<file path="src/hw/ctrl_mon_pkg.sv">
/*
 * Controller run-time monitor definitions.
 * Holds the per-cycle observation of the controller and writeback stage,
 * the PC source and privilege encodings, the rule indices and the
 * instruction words that the rule checkers decode.
 */
`default_nettype none

package ctrl_mon_pkg;

  ////////////////////////////////////////////////////////////////////////////
  // Controller encodings
  ////////////////////////////////////////////////////////////////////////////

  // PC source selected by the controller when pc_set is high
  typedef enum logic [2:0] {
    PC_OTHER  = 3'd0,
    PC_BRANCH = 3'd1,
    PC_JUMP   = 3'd2,
    PC_MRET   = 3'd3,
    PC_DRET   = 3'd4
  } pc_mux_e;

  // Only user and machine mode exist on the observed core
  typedef enum logic [1:0] {
    PRIV_LVL_U = 2'b00,
    PRIV_LVL_M = 2'b11
  } priv_lvl_e;

  // Fixed instruction words decoded in writeback
  localparam logic [31:0] MRET_WORD = 32'h3020_0073;
  localparam logic [31:0] WFI_WORD  = 32'h1050_0073;

  // mcause code for an illegal instruction exception
  localparam logic [7:0] EXC_CAUSE_ILLEGAL_INSN = 8'h02;

  ////////////////////////////////////////////////////////////////////////////
  // Rules and violation vectors
  ////////////////////////////////////////////////////////////////////////////

  // The order sets the priority of the first-rule report, lowest wins
  typedef enum logic [3:0] {
    RULE_BRANCH_B2B           = 4'd0,
    RULE_JUMP_B2B             = 4'd1,
    RULE_KILL_WB_WRITE        = 4'd2,
    RULE_FENCEI_REQ_NO_INSN   = 4'd3,
    RULE_FENCEI_REQ_NOT_READY = 4'd4,
    RULE_FENCEI_EARLY_CLEAR   = 4'd5,
    RULE_FENCEI_REQ_HELD      = 4'd6,
    RULE_MRET_PRIV            = 4'd7,
    RULE_WFI_TW               = 4'd8
  } rule_e;

  localparam int NUM_RULES = 9;

  // One bit per rule, bit position equals the rule_e value
  typedef logic [NUM_RULES-1:0] viol_vec_t;

  ////////////////////////////////////////////////////////////////////////////
  // Observation sample
  ////////////////////////////////////////////////////////////////////////////

  typedef struct packed {
    // PC update from the controller FSM
    logic        pc_set;
    pc_mux_e     pc_mux;
    // Writeback kill and the write enables it must suppress
    logic        kill_wb;
    logic        rf_we_wb;
    logic        csr_we;
    // fence.i flush handshake towards the instruction side
    logic        fencei_in_wb;
    logic        fencei_ready;
    logic        fencei_flush_req;
    logic        fencei_flush_ack;
    // Instruction currently in writeback
    logic        wb_instr_valid;
    logic [31:0] wb_instr_word;
    // MPU error, bus error or trigger match on the writeback instruction
    logic        wb_prior_exc;
    // Privilege state
    priv_lvl_e   priv_lvl;
    logic        mstatus_tw;
    // Exception outcome of the writeback instruction
    logic        exception_in_wb;
    logic [7:0]  exception_cause;
    // Decoder view of the writeback instruction
    logic        wb_mret_insn;
    logic        wb_wfi_insn;
    logic        debug_wfi_no_sleep;
  } obs_t;

endpackage

`default_nettype wire
</file>
<file path="src/hw/ctrl_mon_top.sv">
/*
 * Controller run-time monitor, top level.
 * Capture, rule check and log stages in a fixed three-cycle pipeline
 * that takes one observation every cycle and never stalls.
 */
`timescale 1ns/100ps
`default_nettype none

module ctrl_mon_top #(
  parameter int CNT_W = 8
) (
  input  logic                    clk,
  input  logic                    rst_n_i,
  input  ctrl_mon_pkg::obs_t      obs_i,
  input  logic                    clear_i,
  output ctrl_mon_pkg::viol_vec_t viol_flags_o,
  output logic [CNT_W-1:0]        viol_count_o,
  output ctrl_mon_pkg::rule_e     first_rule_o,
  output logic                    first_valid_o
);

  ctrl_mon_pkg::obs_t      cur_obs;
  ctrl_mon_pkg::obs_t      prev_obs;
  logic                    prev_valid;
  ctrl_mon_pkg::viol_vec_t seq_viol;
  ctrl_mon_pkg::viol_vec_t comb_viol;
  ctrl_mon_pkg::viol_vec_t rule_viol;

  // Stage 1, sample and history
  obs_capture u_obs_capture (
    .clk          (clk),
    .rst_n_i      (rst_n_i),
    .obs_i        (obs_i),
    .cur_obs_o    (cur_obs),
    .prev_obs_o   (prev_obs),
    .prev_valid_o (prev_valid)
  );

  // Stage 2, both checkers work on the same captured sample in parallel
  seq_rule_check u_seq_rule_check (
    .clk          (clk),
    .rst_n_i      (rst_n_i),
    .cur_obs_i    (cur_obs),
    .prev_obs_i   (prev_obs),
    .prev_valid_i (prev_valid),
    .seq_viol_o   (seq_viol)
  );

  comb_rule_check u_comb_rule_check (
    .clk         (clk),
    .rst_n_i     (rst_n_i),
    .cur_obs_i   (cur_obs),
    .comb_viol_o (comb_viol)
  );

  // Each checker owns a disjoint set of rule bits
  assign rule_viol = seq_viol | comb_viol;

  // Stage 3, sticky results
  violation_log #(
    .CNT_W (CNT_W)
  ) u_violation_log (
    .clk           (clk),
    .rst_n_i       (rst_n_i),
    .clear_i       (clear_i),
    .rule_viol_i   (rule_viol),
    .viol_flags_o  (viol_flags_o),
    .viol_count_o  (viol_count_o),
    .first_rule_o  (first_rule_o),
    .first_valid_o (first_valid_o)
  );

endmodule

`default_nettype wire

</file>
<file path="src/hw/violation_log.sv">
/*
 * Violation log.
 * Collects sticky per-rule flags, a saturating violation count and the
 * first rule that failed since reset or the last clear.
 */
`timescale 1ns/100ps
`default_nettype none

module violation_log #(
  parameter int CNT_W = 8
) (
  input  logic                    clk,
  input  logic                    rst_n_i,
  input  logic                    clear_i,
  input  ctrl_mon_pkg::viol_vec_t rule_viol_i,
  output ctrl_mon_pkg::viol_vec_t viol_flags_o,
  output logic [CNT_W-1:0]        viol_count_o,
  output ctrl_mon_pkg::rule_e     first_rule_o,
  output logic                    first_valid_o
);

  // Enough bits to hold the number of rules that fire in one cycle
  localparam int POP_W = $clog2(ctrl_mon_pkg::NUM_RULES + 1);
  // Sum width with room for the carry above the count
  localparam int SUM_W = CNT_W + POP_W;
  localparam logic [SUM_W-1:0] SAT_LIMIT = {{POP_W{1'b0}}, {CNT_W{1'b1}}};

  ctrl_mon_pkg::viol_vec_t flags_q;
  ctrl_mon_pkg::viol_vec_t flags_d;
  logic [CNT_W-1:0]        count_q;
  logic [CNT_W-1:0]        count_d;
  logic [CNT_W-1:0]        count_base;
  logic [POP_W-1:0]        pop;
  logic [SUM_W-1:0]        sum;
  ctrl_mon_pkg::rule_e     first_rule_q;
  ctrl_mon_pkg::rule_e     first_rule_d;
  logic                    first_valid_q;
  logic                    first_valid_d;

  // Number of rules violated in this cycle
  always_comb begin
    pop = '0;
    for (int i = 0; i < ctrl_mon_pkg::NUM_RULES; i++) begin
      pop = pop + POP_W'(rule_viol_i[i]);
    end
  end

  // A clear drops the old state, new violations still land on top of it
  assign count_base = clear_i ? '0 : count_q;
  assign sum        = SUM_W'(count_base) + SUM_W'(pop);
  assign count_d    = (sum > SAT_LIMIT) ? {CNT_W{1'b1}} : sum[CNT_W-1:0];

  assign flags_d = (clear_i ? '0 : flags_q) | rule_viol_i;

  always_comb begin
    first_valid_d = clear_i ? 1'b0 : first_valid_q;
    first_rule_d  = clear_i ? ctrl_mon_pkg::rule_e'(0) : first_rule_q;
    if (!first_valid_d && (|rule_viol_i)) begin
      first_valid_d = 1'b1;
      // Walk downwards so the lowest set index is the one that sticks
      for (int i = ctrl_mon_pkg::NUM_RULES - 1; i >= 0; i--) begin
        if (rule_viol_i[i]) begin
          first_rule_d = ctrl_mon_pkg::rule_e'(i);
        end
      end
    end
  end

  always_ff @(posedge clk or negedge rst_n_i) begin
    if (!rst_n_i) begin
      flags_q       <= '0;
      count_q       <= '0;
      first_rule_q  <= ctrl_mon_pkg::rule_e'(0);
      first_valid_q <= 1'b0;
    end else begin
      flags_q       <= flags_d;
      count_q       <= count_d;
      first_rule_q  <= first_rule_d;
      first_valid_q <= first_valid_d;
    end
  end

  assign viol_flags_o  = flags_q;
  assign viol_count_o  = count_q;
  assign first_rule_o  = first_rule_q;
  assign first_valid_o = first_valid_q;

endmodule

`default_nettype wire

</file>
<file path="src/hw/comb_rule_check.sv">
/*
 * Single-sample rule checker.
 * Checks writeback kill against the write enables, the fence.i request
 * conditions, and the privilege outcome of mret and wfi in writeback.
 */
`timescale 1ns/100ps
`default_nettype none

module comb_rule_check (
  input  logic                    clk,
  input  logic                    rst_n_i,
  input  ctrl_mon_pkg::obs_t      cur_obs_i,
  output ctrl_mon_pkg::viol_vec_t comb_viol_o
);

  logic                    priv_chk;
  logic                    is_mret;
  logic                    is_wfi;
  logic                    user_mode;
  logic                    mach_mode;
  logic                    illegal_seen;
  logic                    mret_u_bad;
  logic                    mret_m_bad;
  logic                    wfi_tw_bad;
  logic                    wfi_ntw_bad;
  ctrl_mon_pkg::viol_vec_t viol_d;
  ctrl_mon_pkg::viol_vec_t viol_q;

  ////////////////////////////////////////////////////////////////////////////
  // Privilege decode of the writeback word
  ////////////////////////////////////////////////////////////////////////////

  // MPU, bus and trigger events outrank the privilege check
  assign priv_chk = cur_obs_i.wb_instr_valid && !cur_obs_i.wb_prior_exc;

  assign is_mret = priv_chk && (cur_obs_i.wb_instr_word == ctrl_mon_pkg::MRET_WORD);
  assign is_wfi  = priv_chk && (cur_obs_i.wb_instr_word == ctrl_mon_pkg::WFI_WORD);

  assign user_mode = (cur_obs_i.priv_lvl == ctrl_mon_pkg::PRIV_LVL_U);
  assign mach_mode = (cur_obs_i.priv_lvl == ctrl_mon_pkg::PRIV_LVL_M);

  // Writeback raised an illegal instruction exception this cycle
  assign illegal_seen = cur_obs_i.exception_in_wb &&
                        (cur_obs_i.exception_cause == ctrl_mon_pkg::EXC_CAUSE_ILLEGAL_INSN);

  // mret from user mode must trap as illegal and must not be decoded as mret
  assign mret_u_bad = is_mret && user_mode &&
                      !(illegal_seen && !cur_obs_i.wb_mret_insn);

  // mret from machine mode must execute cleanly
  assign mret_m_bad = is_mret && mach_mode &&
                      !(!cur_obs_i.exception_in_wb && cur_obs_i.wb_mret_insn);

  // With mstatus.TW set, wfi from user mode is illegal
  assign wfi_tw_bad = is_wfi && user_mode && cur_obs_i.mstatus_tw &&
                      !(illegal_seen && !cur_obs_i.wb_wfi_insn);

  // With TW clear it is a plain wfi, unless debug keeps the core awake
  assign wfi_ntw_bad = is_wfi && user_mode && !cur_obs_i.mstatus_tw &&
                       !cur_obs_i.debug_wfi_no_sleep &&
                       !(!cur_obs_i.exception_in_wb && cur_obs_i.wb_wfi_insn);

  ////////////////////////////////////////////////////////////////////////////
  // Rule vector
  ////////////////////////////////////////////////////////////////////////////

  always_comb begin
    viol_d = '0;
    // A killed writeback must not update the register file or any CSR
    viol_d[ctrl_mon_pkg::RULE_KILL_WB_WRITE] =
      cur_obs_i.kill_wb && (cur_obs_i.rf_we_wb || cur_obs_i.csr_we);
    // The flush request is only legal with a fence.i in writeback
    viol_d[ctrl_mon_pkg::RULE_FENCEI_REQ_NO_INSN] =
      cur_obs_i.fencei_flush_req && !cur_obs_i.fencei_in_wb;
    // and with the write buffer drained
    viol_d[ctrl_mon_pkg::RULE_FENCEI_REQ_NOT_READY] =
      cur_obs_i.fencei_flush_req && !cur_obs_i.fencei_ready;
    viol_d[ctrl_mon_pkg::RULE_MRET_PRIV] = mret_u_bad || mret_m_bad;
    viol_d[ctrl_mon_pkg::RULE_WFI_TW]    = wfi_tw_bad || wfi_ntw_bad;
  end

  always_ff @(posedge clk or negedge rst_n_i) begin
    if (!rst_n_i) begin
      viol_q <= '0;
    end else begin
      viol_q <= viol_d;
    end
  end

  assign comb_viol_o = viol_q;

endmodule

`default_nettype wire

</file>
<file path="src/hw/seq_rule_check.sv">
/*
 * Two-sample rule checker.
 * Compares the previous and current observation for back-to-back PC
 * updates and for the fence.i request release, one registered bit per rule.
 */
`timescale 1ns/100ps
`default_nettype none

module seq_rule_check (
  input  logic                    clk,
  input  logic                    rst_n_i,
  input  ctrl_mon_pkg::obs_t      cur_obs_i,
  input  ctrl_mon_pkg::obs_t      prev_obs_i,
  input  logic                    prev_valid_i,
  output ctrl_mon_pkg::viol_vec_t seq_viol_o
);

  logic                    branch_cur;
  logic                    branch_prev;
  logic                    jump_cur;
  logic                    jump_prev;
  logic                    req_fell;
  logic                    req_ack_prev;
  ctrl_mon_pkg::viol_vec_t viol_d;
  ctrl_mon_pkg::viol_vec_t viol_q;

  ////////////////////////////////////////////////////////////////////////////
  // PC update decode
  ////////////////////////////////////////////////////////////////////////////

  // IF and ID are killed after a taken branch, so two in a row is a bug
  assign branch_cur  = cur_obs_i.pc_set && (cur_obs_i.pc_mux == ctrl_mon_pkg::PC_BRANCH);
  assign branch_prev = prev_obs_i.pc_set && (prev_obs_i.pc_mux == ctrl_mon_pkg::PC_BRANCH);

  // An mret redirects from ID like a jump and is treated as one
  assign jump_cur  = cur_obs_i.pc_set &&
                     ((cur_obs_i.pc_mux == ctrl_mon_pkg::PC_JUMP) ||
                      (cur_obs_i.pc_mux == ctrl_mon_pkg::PC_MRET));
  assign jump_prev = prev_obs_i.pc_set &&
                     ((prev_obs_i.pc_mux == ctrl_mon_pkg::PC_JUMP) ||
                      (prev_obs_i.pc_mux == ctrl_mon_pkg::PC_MRET));

  ////////////////////////////////////////////////////////////////////////////
  // fence.i request release
  ////////////////////////////////////////////////////////////////////////////

  // Falling edge of the flush request seen across the two samples
  assign req_fell     = prev_obs_i.fencei_flush_req && !cur_obs_i.fencei_flush_req;
  assign req_ack_prev = prev_obs_i.fencei_flush_req && prev_obs_i.fencei_flush_ack;

  always_comb begin
    viol_d = '0;
    // Nothing here is meaningful until the history holds a real sample
    if (prev_valid_i) begin
      viol_d[ctrl_mon_pkg::RULE_BRANCH_B2B] = branch_prev && branch_cur;
      viol_d[ctrl_mon_pkg::RULE_JUMP_B2B]   = jump_prev && jump_cur;
      // The request may only drop after it was acknowledged
      viol_d[ctrl_mon_pkg::RULE_FENCEI_EARLY_CLEAR] =
        req_fell && !prev_obs_i.fencei_flush_ack;
      // After request with acknowledge the request must drop at once
      viol_d[ctrl_mon_pkg::RULE_FENCEI_REQ_HELD] =
        req_ack_prev && cur_obs_i.fencei_flush_req;
    end
  end

  always_ff @(posedge clk or negedge rst_n_i) begin
    if (!rst_n_i) begin
      viol_q <= '0;
    end else begin
      viol_q <= viol_d;
    end
  end

  assign seq_viol_o = viol_q;

endmodule

`default_nettype wire

</file>
<file path="src/hw/obs_capture.sv">
/*
 * Observation capture stage.
 * Registers the controller observation every cycle and keeps the sample
 * before it, flagged valid once two samples exist since reset.
 */
`timescale 1ns/100ps
`default_nettype none

module obs_capture (
  input  logic               clk,
  input  logic               rst_n_i,
  input  ctrl_mon_pkg::obs_t obs_i,
  output ctrl_mon_pkg::obs_t cur_obs_o,
  output ctrl_mon_pkg::obs_t prev_obs_o,
  output logic               prev_valid_o
);

  ctrl_mon_pkg::obs_t cur_obs_q;
  ctrl_mon_pkg::obs_t prev_obs_q;
  logic               cur_valid_q;
  logic               prev_valid_q;

  // The current sample feeds the single-sample rules with no valid of its
  // own, so it comes out of reset as an all-zero sample that breaks no rule
  always_ff @(posedge clk or negedge rst_n_i) begin
    if (!rst_n_i) begin
      cur_obs_q <= '0;
    end else begin
      cur_obs_q <= obs_i;
    end
  end

  // History register, only read while prev_valid is high
  always_ff @(posedge clk) begin
    prev_obs_q <= cur_obs_q;
  end

  // First edge fills the current sample, second edge fills the history
  always_ff @(posedge clk or negedge rst_n_i) begin
    if (!rst_n_i) begin
      cur_valid_q  <= 1'b0;
      prev_valid_q <= 1'b0;
    end else begin
      cur_valid_q  <= 1'b1;
      prev_valid_q <= cur_valid_q;
    end
  end

  assign cur_obs_o    = cur_obs_q;
  assign prev_obs_o   = prev_obs_q;
  assign prev_valid_o = prev_valid_q;

endmodule

`default_nettype wire

</file>
<file path="config.mk">
export PLATFORM = sky130hd
export DESIGN_NAME = ctrl_mon_top
export DESIGN_NICKNAME = d
export VERILOG_FILES = /design/src/hw/ctrl_mon_pkg.sv /design/src/hw/ctrl_mon_top.sv /design/src/hw/violation_log.sv /design/src/hw/comb_rule_check.sv /design/src/hw/seq_rule_check.sv /design/src/hw/obs_capture.sv
export SDC_FILE = /design/constraint.sdc
export NUM_CORES = 1
export LEC_CHECK = 0
export ABC_AREA = 0
export BUFFER_PORTS_ARGS = -buffer_cell sky130_fd_sc_hd__buf_4
export CAP_MARGIN = 20
export CORE_MARGIN = 5
export CORE_UTILIZATION = 40
export CTS_CLUSTER_SIZE = 25
export DETAILED_ROUTE_END_ITERATION = 16
export PLACE_DENSITY = 0.6
export RECOVER_POWER = 50
export SLEW_MARGIN = 5
export SYNTH_ARGS = -nofsm -noshare
export SYNTH_HDL_FRONTEND = slang
export SYNTH_SLANG_ARGS = --single-unit
</file>
<file path="constraint.sdc">
create_clock -name clk -period 4.6 [get_ports clk]
set_input_delay 0.69 -clock clk [delete_from_list [all_inputs] [get_ports clk]]
set_output_delay 0.69 -clock clk [all_outputs]
set_load 0.1 [all_outputs]
</file>
==> impl_metrics.yaml <==
routing:
  wl_per_cell_um: 13.8
  drt_wl_total_mm: 6.35
  drt-initial-drc-count: 63
  drt_first_pass_iters: 4
  drc: 0
  ant_nets: 0
  top_layer_used: "met4"
  num_vias: 2174
  wl_met2_mm: 3.06
  vias_per_cell: 4.73
  wl_met3_um: 468
  wl_met1_mm: 2.72
worst_hold_path:
  hold_class: "register to register"
  holdPathEnd: "u_obs_capture.prev_obs_o[49]$_DFF_P_"
  hp-start: "u_obs_capture.cur_obs_o[49]$_DFF_PN0_"
  min_path_cells: 0
layout:
  fin_util: 0.516
  drive_above_1_share: 0.290
  layoutNonFillerInstCount: 460
  layout.nets: 427
  diodes: 0
  area_growth_pct: 26.3
  finalInstanceArea_mm2: 0.00450
synth:
  async_reset_ff_frac: 0.939
  synth_nets: 333
  ys_seq_area_frac: 0.687
  synth-edff-count: 0
  syn_area_per_cell_um2: 14.1
  yosys.cell_types.count: 41
  yosysMostFrequentCell: "dfrtp_1"
  synth-warning-count: 0
  synth_cells: 253
  synth-main-ff-cell: "dfrtp_1"
  synthTopCellsByArea: "dfrtp_1, ha_1, dfxtp_1, fa_1, a21o_1"
  yosys-top-cells-count: "dfrtp_1, inv_1, nand2_1, a21o_1"
  ys_ff_latch: 99
  syn_area_mm2: 0.00356
  yosysTopAreaCell: "dfrtp_1"
  synth.top_cell.area_share: 0.653
setup_path:
  cp_common_cell: "fa_1"
  crit_required_ps: 4820
  setup.worst_path.start_class: "register"
  crit_chain: "inv_1 -> ha_1 -> inv_1 -> fa_1 -> fa_1 -> fa_1 -> inv_1 -> ha_1 -> fa_1 -> fa_1 -> a21o_1 -> a21o_1 -> nand3_1 -> o211ai_1"
  arrival_ps: 4530
  reg2reg_depth: 14
  r2r_slack_ps: 290
  r2r_end: "u_violation_log.viol_count_o[5]$_DFF_PN0_"
  critical_path_class: "register to register"
  crit_path_max_fanout: 7
  r2r-start: "u_seq_rule_check.seq_viol_o[0]$_DFF_PN0_"
  worst_path_max_delay_cell: "fa_1"
  cp-end-kind: "register"
  slowest_delay_ps: 500
global_routing:
  grt_max_degree: 59
  antenna_found_initial: 0
  grt_pass1_vias: 2366
  grt_usage: 0.127
  grt_pass1_wl_mm: 11.0
  grt_overflow_total: 0
timing:
  rsz0062_at_grt: "false"
  hold_violations: 0
  worst_slack_ps: 286
  setup_viol: 0
  skew_ps: 11.4
  final_max_slew_viol_count: 59
  max_slew_margin: -1.01
  fin_tns_setup_ps: 0
  min_period_over_period: 0.938
  min_period_ps: 4310
  max_freq_mhz: 232
  worst_pin_slew_ps: 3010
place:
  hpwlAfterDp_mm: 4.86
  placed_area_mm2: 0.00433
  io_buffers: 84
  gp_congestion: 0.800
  dp.cells: 444
  pre_cts_slack_ps: 296
clocking:
  clock_latency_ps: 350
  tritoncts: "yes"
  cts_buffers: 9
  ctsResizeCount: 0
  cts_sinks: 99
  holdBufCountCts: 0
  cts-htree-levels: 3
  clkTransAtPathRegs_ps: 100
  clockRootBuffer: "clkbuf_8"
  cts_setup_buffers: 0
  clock_path_buffers: 2
power:
  p_per_area_mw_per_mm2: 398
  p_leak_nw: 2.21
  p_clk_frac: 0.284
  power.switching_mw: 0.561
  p_seq_frac: 0.530
  p_sw_frac: 0.313
  max-vdd-ir-drop_mv: 0.193
  p_int_mw: 1.23
  comb_power_share: 0.187
floorplan:
  die_h_um: 104
  core_mm2: 0.00872
  dieWidth_um: 104
  rows: 34
  die-area_mm2: 0.0109
  ios: 85
  start_util: 0.409
run_status:
  status: "finished with violations"
  violations: "capacitance limit, slew limit"
flow_run:
  maxCapViolations: 1
[layout by cell type (no fill, tap or decap), drive strengths merged, types with 2 or more instances in the layout]
cell type / instances
a21oi: 8
nor3b: 2
nor4b: 5
buf: 24
nor4: 6
dfrtp: 93
nor3: 4
xnor2: 4
nand3: 6
o22ai: 2
inv: 23
clkbuf: 71
dfxtp: 6
nand4b: 3
o2111a: 2
nand2: 15
fa: 6
ha: 11
o211ai: 3
a311oi: 2
nor2: 7
o21bai: 2
a21o: 12
nand2b: 5
o21ai: 3
nor4bb: 3
nor2b: 11
[power by group through the flow]
stage          Sequential [mW]  Clock [mW]  Combinational, mW
5_1_grt                  0.957       0.567              0.360
2_1_floorplan             1.12           0             0.0718
4_1_cts                  0.949       0.531              0.343
3_5_place_dp             0.966           0              0.343
6_report                 0.948       0.508              0.334
3_3_place_gp             0.965           0              0.340
[state kept, by name, summed over array words and instances, names as in the netlist]
register,flops
u_obs_capture.cur_obs_o,60
u_violation_log.first_rule_o,4
u_obs_capture.prev_obs_o,6
u_violation_log.viol_flags_o,9
u_violation_log.first_valid_o,1
u_obs_capture.cur_valid_q,1
u_obs_capture.prev_valid_o,1
u_violation_log.viol_count_o,8
u_seq_rule_check.seq_viol_o,4
u_comb_rule_check.comb_viol_o,5
[stage by stage]
| stage | power (mW) | hold slack [ps] |
|---|---|---|
| global route | 1.88 | 364 |
| detailed placement | 1.31 | 327 |
| CTS | 1.82 | 352 |
| global placement | 1.31 | 327 |
| floorplan | 1.19 | 324 |
| finish | 1.79 | 351 |
[worst max-delay path, delay by kind of cell, from the launching register on]
kind,cells,cell delay (ps)
adders and majority gates,7,2850
AOI/OAI and AO/OA,3,540
DFF,1,420
and+or+nand+nor,1,210
buffers and inverters,3,160
[kinds of logic (layout without fill, tap and decap cells)]
family,Yosys count,in the layout,share of synthesized area
AO/OA/AOI/OAI,37,37,0.0734
XOR/XNOR,4,4,0.00983
adder cells (fa/ha/maj),17,17,0.0723
buffers and inverters,21,120,0.0228
flip-flops,99,99,0.687
multiplexers,1,1,0.00281
other,1,1,0.00105
AND/OR/NAND/NOR,73,73,0.131
[final cells by class]
| type | instances | area [um2] |
|---|---|---|
| Timing Repair Buffer | 85 | 631 |
| Multi-Input combinational cell | 133 | 1040 |
| Sequential cell | 99 | 2450 |
| Fill cell | 779 | 4220 |
| Tap cell | 108 | 135 |
| Clock buffer | 10 | 128 |
| Clock inverter | 6 | 53.8 |
| Inverter | 19 | 71.3 |
[worst max path at each step]
| stage | startpoint | end | slack, ps |
|---|---|---|---|
| after CTS | u_seq_rule_check.seq_viol_o[0]$_DFF_PN0_ | u_violation_log.viol_count_o[5]$_DFF_PN0_ | 270 |
| after global placement | u_seq_rule_check.seq_viol_o[0]$_DFF_PN0_ | u_violation_log.viol_count_o[5]$_DFF_PN0_ | 340 |
| final | u_seq_rule_check.seq_viol_o[0]$_DFF_PN0_ | u_violation_log.viol_count_o[5]$_DFF_PN0_ | 290 |
| after global routing | u_seq_rule_check.seq_viol_o[0]$_DFF_PN0_ | u_violation_log.viol_count_o[5]$_DFF_PN0_ | 60 |
| after detailed placement | u_seq_rule_check.seq_viol_o[1]$_DFF_PN0_ | u_violation_log.viol_count_o[5]$_DFF_PN0_ | 300 |
| after floorplan | u_seq_rule_check.seq_viol_o[0]$_DFF_PN0_ | u_violation_log.viol_count_o[5]$_DFF_PN0_ | 510 |
[metal layers]
layer,track usage,up-vias
met5,0,-
met4,0.0389,0
met3,0.0466,11
met2,0.202,64
met1,0.161,1047
li1,-,1052
(Power assumes the default switching activity.)
